===== src/hw/core_pkg.sv =====
package core_pkg;

  typedef logic [31:0] word_t;      // Data or instruction word
  typedef logic [4:0]  addr_t;      // Program memory address
  typedef logic [2:0]  reg_idx_t;   // Register bank index
  typedef logic [3:0]  opcode_t;    // Instruction opcode
  typedef logic [1:0]  port_sel_t;  // Bit 0 for r0, bit 1 for r1

  localparam int PROG_DEPTH = 32;
  localparam int NUM_REGS   = 8;

  // Top bit of each instruction field
  localparam int OP_MSB = 31;
  localparam int RS_MSB = 27;
  localparam int RA_MSB = 24;
  localparam int RB_MSB = 21;

  localparam opcode_t OP_NOP_ADD = 4'b0000;  // Retired add
  localparam opcode_t OP_NOP_SUB = 4'b0001;  // Retired subtract
  localparam opcode_t OP_FMUL    = 4'b0010;
  localparam opcode_t OP_AND     = 4'b0011;
  localparam opcode_t OP_OR      = 4'b0100;
  localparam opcode_t OP_XOR     = 4'b0101;
  localparam opcode_t OP_GT      = 4'b0110;
  localparam opcode_t OP_LT      = 4'b0111;
  localparam opcode_t OP_PASS    = 4'b1001;

  // Single-precision layout
  localparam int EXP_W    = 8;
  localparam int MAN_W    = 23;
  localparam int EXP_BIAS = 127;

endpackage


===== src/hw/alu.sv =====
module alu (
  input  core_pkg::word_t   a,
  input  core_pkg::word_t   b,
  input  core_pkg::opcode_t op,
  output core_pkg::word_t   alu_result
);

  core_pkg::word_t fmul_out;

  fp_multiply u_fp_multiply (
    .a       (a),
    .b       (b),
    .product (fmul_out)
  );

  always_comb
  begin
    case (op)
      core_pkg::OP_FMUL:
        alu_result = fmul_out;
      core_pkg::OP_AND:
        alu_result = a & b;
      core_pkg::OP_OR:
        alu_result = a | b;
      core_pkg::OP_XOR:
        alu_result = a ^ b;
      core_pkg::OP_GT:
        alu_result = (a > b) ? 32'd1 : 32'd0;  // Unsigned compare
      core_pkg::OP_LT:
        alu_result = (a < b) ? 32'd1 : 32'd0;
      core_pkg::OP_PASS:
        alu_result = a;
      default:
        alu_result = '0;
    endcase
  end

endmodule


===== src/hw/float_core_top.sv =====
module float_core_top (
  input  logic                clk,
  input  logic                reset,
  input  logic                run,
  input  logic                prog_we,
  input  core_pkg::word_t     prog_data,
  input  core_pkg::port_sel_t p_sel,
  input  core_pkg::word_t     P0,
  input  core_pkg::word_t     P1,
  output core_pkg::word_t     P0_out,
  output core_pkg::word_t     P1_out,
  output core_pkg::word_t     result,
  output logic                result_valid
);

  core_pkg::addr_t    pc;
  core_pkg::word_t    instr;
  core_pkg::opcode_t  op;
  core_pkg::reg_idx_t rs;
  core_pkg::reg_idx_t ra;
  core_pkg::reg_idx_t rb;
  core_pkg::word_t    operand_a;
  core_pkg::word_t    operand_b;

  pc_sequencer u_pc_sequencer (
    .clk     (clk),
    .reset   (reset),
    .run     (run),
    .prog_we (prog_we),
    .pc      (pc)
  );

  program_mem u_program_mem (
    .clk       (clk),
    .reset     (reset),
    .prog_we   (prog_we),
    .prog_data (prog_data),
    .pc        (pc),
    .instr     (instr)
  );

  // Write enable doubles as the result strobe
  instr_decode u_instr_decode (
    .clk   (clk),
    .reset (reset),
    .instr (instr),
    .op    (op),
    .rs    (rs),
    .ra    (ra),
    .rb    (rb),
    .wr_en (result_valid)
  );

  alu u_alu (
    .a          (operand_a),
    .b          (operand_b),
    .op         (op),
    .alu_result (result)
  );

  reg_bank u_reg_bank (
    .clk        (clk),
    .reset      (reset),
    .wr_en      (result_valid),
    .rs         (rs),
    .ra         (ra),
    .rb         (rb),
    .alu_result (result),
    .p_sel      (p_sel),
    .P0         (P0),
    .P1         (P1),
    .operand_a  (operand_a),
    .operand_b  (operand_b),
    .P0_out     (P0_out),
    .P1_out     (P1_out)
  );

endmodule


===== src/hw/fp_multiply.sv =====
module fp_multiply (
  input  core_pkg::word_t a,
  input  core_pkg::word_t b,
  output core_pkg::word_t product
);

  localparam int EW = core_pkg::EXP_W;
  localparam int MW = core_pkg::MAN_W;
  localparam int SW = MW + 1;  // Significand with hidden bit

  logic            sign;
  logic [EW-1:0]   exp_a;
  logic [EW-1:0]   exp_b;
  logic            exception;
  logic [SW-1:0]   sig_a;
  logic [SW-1:0]   sig_b;
  logic [2*SW-1:0] raw;
  logic            normalised;
  logic [2*SW-1:0] norm;
  logic            sticky;
  logic [MW-1:0]   mantissa;
  logic [EW:0]     exponent;
  logic            overflow;
  logic            underflow;

  assign sign      = a[EW+MW] ^ b[EW+MW];
  assign exp_a     = a[MW +: EW];
  assign exp_b     = b[MW +: EW];
  assign exception = (&exp_a) | (&exp_b);  // Inf or NaN operand

  assign sig_a = {|exp_a, a[MW-1:0]};  // Hidden bit clear for denormals
  assign sig_b = {|exp_b, b[MW-1:0]};
  assign raw   = {{SW{1'b0}}, sig_a} * {{SW{1'b0}}, sig_b};

  assign normalised = raw[2*SW-1];
  assign norm       = normalised ? raw : raw << 1;
  assign sticky     = |norm[MW-1:0];
  assign mantissa   = norm[2*SW-2 -: MW] + MW'(norm[MW] & sticky);  // Round on bit 23

  // Nine-bit exponent whose top two bits flag out of range
  assign exponent  = {1'b0, exp_a} + {1'b0, exp_b} - (EW+1)'(core_pkg::EXP_BIAS)
                     + (EW+1)'(normalised);
  assign overflow  = exponent[EW] & ~exponent[EW-1];
  assign underflow = exponent[EW] & exponent[EW-1];

  always_comb
  begin
    if (exception)
      product = '0;
    else if (mantissa == '0)
      product = {sign, {(EW+MW){1'b0}}};  // Signed zero
    else if (overflow)
      product = {sign, {EW{1'b1}}, {MW{1'b0}}};  // Signed infinity
    else if (underflow)
      product = {sign, {(EW+MW){1'b0}}};
    else
      product = {sign, exponent[EW-1:0], mantissa};
  end

endmodule


===== src/hw/instr_decode.sv =====
module instr_decode (
  input  logic               clk,
  input  logic               reset,
  input  core_pkg::word_t    instr,
  output core_pkg::opcode_t  op,
  output core_pkg::reg_idx_t rs,
  output core_pkg::reg_idx_t ra,
  output core_pkg::reg_idx_t rb,
  output logic               wr_en
);

  core_pkg::word_t ir;

  always_ff @(posedge clk or posedge reset)
  begin
    if (reset)
      ir <= '0;  // Decodes as a no-op
    else
      ir <= instr;
  end

  assign op = ir[core_pkg::OP_MSB -: 4];
  assign rs = ir[core_pkg::RS_MSB -: 3];
  assign ra = ir[core_pkg::RA_MSB -: 3];
  assign rb = ir[core_pkg::RB_MSB -: 3];

  always_comb
  begin
    case (op)
      core_pkg::OP_NOP_ADD,
      core_pkg::OP_NOP_SUB: wr_en = 1'b0;  // Retired FP add and subtract
      core_pkg::OP_FMUL,
      core_pkg::OP_AND,
      core_pkg::OP_OR,
      core_pkg::OP_XOR,
      core_pkg::OP_GT,
      core_pkg::OP_LT,
      core_pkg::OP_PASS:    wr_en = 1'b1;
      default:              wr_en = 1'b0;
    endcase
  end

endmodule


===== src/hw/pc_sequencer.sv =====
module pc_sequencer (
  input  logic            clk,
  input  logic            reset,
  input  logic            run,
  input  logic            prog_we,
  output core_pkg::addr_t pc
);

  logic step;

  assign step = run | prog_we;  // Loading also walks the address

  always_ff @(posedge clk or posedge reset)
  begin
    if (reset)
    begin
      pc <= '0;
    end
    else if (step)
    begin
      if (pc == core_pkg::addr_t'(core_pkg::PROG_DEPTH - 1))
        pc <= '0;  // Wrap at end of program
      else
        pc <= pc + 5'd1;
    end
  end

endmodule


===== src/hw/program_mem.sv =====
module program_mem (
  input  logic            clk,
  input  logic            reset,
  input  logic            prog_we,
  input  core_pkg::word_t prog_data,
  input  core_pkg::addr_t pc,
  output core_pkg::word_t instr
);

  core_pkg::word_t mem [core_pkg::PROG_DEPTH];
  core_pkg::addr_t rd_addr;

  // Contents survive reset
  always_ff @(posedge clk)
  begin
    if (prog_we)
      mem[pc] <= prog_data;
  end

  always_ff @(posedge clk or posedge reset)
  begin
    if (reset)
      rd_addr <= '0;
    else
      rd_addr <= pc;  // Registered read address
  end

  assign instr = mem[rd_addr];

endmodule


===== src/hw/reg_bank.sv =====
module reg_bank (
  input  logic                 clk,
  input  logic                 reset,
  input  logic                 wr_en,
  input  core_pkg::reg_idx_t   rs,
  input  core_pkg::reg_idx_t   ra,
  input  core_pkg::reg_idx_t   rb,
  input  core_pkg::word_t      alu_result,
  input  core_pkg::port_sel_t  p_sel,
  input  core_pkg::word_t      P0,
  input  core_pkg::word_t      P1,
  output core_pkg::word_t      operand_a,
  output core_pkg::word_t      operand_b,
  output core_pkg::word_t      P0_out,
  output core_pkg::word_t      P1_out
);

  core_pkg::word_t regs [core_pkg::NUM_REGS];
  core_pkg::word_t wr_data;

  // r0 and r1 load from the ports unless their select bit is set
  always_comb
  begin
    case (rs)
      3'd0:
        wr_data = p_sel[0] ? alu_result : P0;
      3'd1:
        wr_data = p_sel[1] ? alu_result : P1;
      default:
        wr_data = alu_result;
    endcase
  end

  always_ff @(posedge clk or posedge reset)
  begin
    if (reset)
    begin
      for (int i = 0; i < core_pkg::NUM_REGS; i++)
        regs[i] <= '0;
    end
    else if (wr_en)
    begin
      regs[rs] <= wr_data;
    end
  end

  assign operand_a = regs[ra];  // Same-cycle read of write-back target
  assign operand_b = regs[rb];

  assign P0_out = regs[0];
  assign P1_out = regs[1];

endmodule


===== config.mk =====
export PLATFORM = sky130hd
export DESIGN_NAME = float_core_top
export DESIGN_NICKNAME = d
export VERILOG_FILES = /design/src/hw/core_pkg.sv /design/src/hw/alu.sv /design/src/hw/float_core_top.sv /design/src/hw/fp_multiply.sv /design/src/hw/instr_decode.sv /design/src/hw/pc_sequencer.sv /design/src/hw/program_mem.sv /design/src/hw/reg_bank.sv
export SDC_FILE = /design/constraint.sdc
export NUM_CORES = 2
export LEC_CHECK = 0
export BUFFER_PORTS_ARGS = -buffer_cell sky130_fd_sc_hd__buf_4
export CAP_MARGIN = 20
export CORE_UTILIZATION = 40
export DETAILED_ROUTE_END_ITERATION = 16
export SYNTH_ARGS = -nofsm -noshare
export SYNTH_HDL_FRONTEND = slang
export SYNTH_SLANG_ARGS = --single-unit

===== constraint.sdc =====
create_clock -name clk -period 40.2 [get_ports clk]
set_input_delay 6.03 -clock clk [delete_from_list [all_inputs] [get_ports clk]]
set_output_delay 6.03 -clock clk [all_outputs]
set_load 0.1 [all_outputs]

==> run summary <==
Max FO, Critical Path -> 37
TritonRoute pass-1 iters -> 6
Post-synth EDFFs -> 416
Yosys reg bits -> 695
WS Path Type -> reg2out
Hold EP -> u_program_mem.rd_addr[0]$_DFF_PP0_
Outcome -> finished clean
DP HPWL -> 117 mm
# hold bufs at CTS -> 0
Worst hold path type -> reg2reg
Worst Path Required -> 34.17 ns
Syn Inst Count -> 4,855
Yosys top cell by area -> edfxtp_1
Slew HR -> 23.1%
GRT Overall Usage -> 23.6%
Yosys warning count -> 0
Unrepaired setup endpoints after global routing -> false
Starting Density -> 40.5%
Clk Tree Root Cell -> clkbuf_16
Minimum clock period -> 22.36 ns
Final setup vio count -> 0
Setup bufs post-CTS -> 0
Final hold viol count -> 0
CTS tree -> done
Post-synthesis area per instance -> 11.1 µm²
H-tree depth -> 3
Arr. time, crit path -> 16.33 ns
Core box area -> 0.134 mm²
Clock Path Buffers -> 3
Synth cell count leaders -> inv_1, nand2_1, nor2_1
First-pass GRT wire length -> 242 mm
R2r endpoint -> u_reg_bank.P1_out[6]$_DFFE_PP0P_
Wirelength per Cell -> 24.2 µm
Reg-to-Reg Start -> u_instr_decode.ir[23]$_DFF_PP0_
Post-synth cell types -> 95
Routability cong. -> 0.940
Max_cap viols -> 0
Total wire length -> 161 mm
Crit. End Element -> output pin
Slew Limit Fails -> 0
Share of cells above drive strength 1 -> 15.9%
# IOs -> 199
Top cells by area, synth -> edfxtp_1, fa_1, dfrtp_1
Sinks on Clock Net -> 695
Area growth, synth to finish -> 9.58%
Fmax -> 0.0447 GHz
Routed vias -> 38,200
Cell with the most instances after synthesis -> inv_1
Drt via density -> 5.72
Worst R2R Setup Slack -> 23.97 ns
Die area -> 0.137 mm²
Vias in the first global route -> 38,300
Initial antenna violation count -> 1
Remaining global-route overflow -> 0
R2R depth -> 46
Clock Latency Late Sink -> 0.66 ns
FP Rows -> 134
Die width -> 370 µm
Slowest CP cell -> dfrtp_4
Period Utilization, post-route -> 55.6%
Most frequent CP cell -> fa_1
Final TNS setup -> 0 ns
Worst path max stage delay -> 0.90 ns
Area fraction of the dominant cell type after synthesis -> 23.1%
DIE HEIGHT -> 370 µm
Worst slew pin tran -> 1.15 ns
Antenna-violating nets left -> 0
Fraction of registers with async set/reset -> 40.1%
Nets -> 5,724
CTS clk-pin slew, worst paths -> 0.07 ns
WHS Path Cells -> 0
DRT iter0 DRCs -> 3,438
DRC violations left -> 0
Hold Crit Start -> u_pc_sequencer.pc[0]$_DFFE_PP0P_
Synth Net Count -> 5,729
Startpoint types -> register
Largest net degree at the start of global routing -> 83
Num CTS Buffers -> 66
Main flop type after synthesis -> edfxtp_1
IO Port Bufs -> 179
Register area share after synthesis -> 36.0%
Post_cts resized -> 0
Synthesized area -> 0.0541 mm²
Final setup skew -> 0.0560 ns
-- registers in the layout, summed over array words and instances (netlist names) --
name,cells
u_reg_bank.P0_out,32
u_pc_sequencer.pc,5
u_reg_bank.P1_out,32
u_reg_bank.regs,192
u_program_mem.mem,416
u_instr_decode.ir,13
u_program_mem.rd_addr,5
-- how the worst max path moves through the flow --
| stage | start | slack (ns) | endpoint | cells after the start |
|---|---|---|---|---|
| after floorplan | u_instr_decode.ir[23]$_DFF_PP0_ | 19.39 | result[17] | 51 |
| after global placement | u_instr_decode.ir[23]$_DFF_PP0_ | 19.01 | result[6] | 45 |
| after detailed placement | u_instr_decode.ir[23]$_DFF_PP0_ | 18.84 | result[6] | 45 |
| after CTS | u_instr_decode.ir[23]$_DFF_PP0_ | 18.06 | result[6] | 45 |
| after global routing | u_instr_decode.ir[23]$_DFF_PP0_ | 17.27 | result[6] | 45 |
| final | u_instr_decode.ir[23]$_DFF_PP0_ | 17.84 | result[6] | 45 |
-- layout by cell type (no fill, tap or decap), types with 15 or more instances in the layout --
| cell | synthesis | layout |
|---|---|---|
| or2_2 | 15 | 15 |
| mux4_2 | 258 | 258 |
| nand4_1 | 30 | 30 |
| o21ai_0 | 143 | 143 |
| dfrtp_1 | 279 | 269 |
| xor2_1 | 18 | 18 |
| a21o_1 | 32 | 32 |
| buf_4 | 64 | 263 |
| xnor2_1 | 32 | 32 |
| ha_1 | 289 | 289 |
| mux2_2 | 35 | 35 |
| clkbuf_16 | 0 | 66 |
| mux2i_1 | 61 | 49 |
| nor4_1 | 26 | 26 |
| edfxtp_1 | 416 | 416 |
| o221ai_1 | 22 | 22 |
| clkinv_1 | 13 | 18 |
| nor2_1 | 513 | 487 |
| o21bai_1 | 20 | 20 |
| clkinv_2 | 0 | 16 |
| nor3_1 | 31 | 31 |
| nor2_2 | 1 | 23 |
| inv_1 | 619 | 618 |
| a22oi_1 | 45 | 45 |
| nand3_1 | 42 | 41 |
| a221oi_1 | 25 | 25 |
| nand2_1 | 548 | 547 |
| a21oi_1 | 224 | 224 |
| a31oi_1 | 61 | 61 |
| fa_1 | 483 | 483 |
-- per-stage QoR --
stage | area [µm²] | util [%] | setup WS, ns | hold slack [ns] | std cells
2_1_floorplan | 54100 | - | 19.39 | 0.378 | 4855
3_3_place_gp | 57000 | 42.6 | 19.01 | 0.448 | 6545
3_5_place_dp | 57000 | 42.6 | 18.84 | 0.457 | 6546
4_1_cts | 59200 | 44.3 | 18.06 | 0.463 | 6668
5_1_grt | 59300 | 44.3 | 17.27 | 0.493 | 6673
6_report | 59300 | 44.3 | 17.84 | 0.465 | 6673
-- kinds of logic (layout without fill, tap and decap cells) --
| family | Yosys count | after routing | synth area share, % |
|---|---|---|---|
| DFF | 695 | 695 | 36.0 |
| buffers and inverters | 974 | 1023 | 7.29 |
| and+or+nand+nor | 1291 | 1291 | 10.0 |
| other | 0 | 1 | 0 |
| xor gates and xnor gates | 51 | 51 | 0.839 |
| adders and majority gates | 772 | 772 | 24.5 |
| AOI/OAI and AO/OA | 718 | 718 | 8.72 |
| muxes | 354 | 354 | 12.6 |
-- worst max-delay path: cells and delay by family (launching register included) --
| kind | cells | cell delay, ns |
|---|---|---|
| AO/OA/AOI/OAI | 8 | 2.19 |
| XOR/XNOR | 1 | 0.65 |
| adder cells (fa/ha/maj) | 12 | 5.16 |
| buffers and inverters | 13 | 3.45 |
| flip-flops | 1 | 0.90 |
| multiplexers | 2 | 0.73 |
| AND/OR/NAND/NOR | 9 | 2.42 |
-- final cells by class --
class	instances	area, µm²
fill	12500	74500
antenna	1	2.50
sequential	695	19500
clock inverter	39	503
clock buffer	83	1750
multi-input combinational	3186	30900
timing repair buffer	268	2080
inverter	633	2380
tap	1768	2210
-- per-layer routing --
layer  part of all wire, %  track usage (%)  wire (µm)
met1                    42             32.8      68200
met2                    46             36.9      74000
met3                   8.4             4.81      13600
met4                   3.4             8.15       5540
met5                     0                0          0
Power is left out: the tool's default activity adds up to more than one toggle a clock period on the data nets, which glitch-free logic cannot reach.
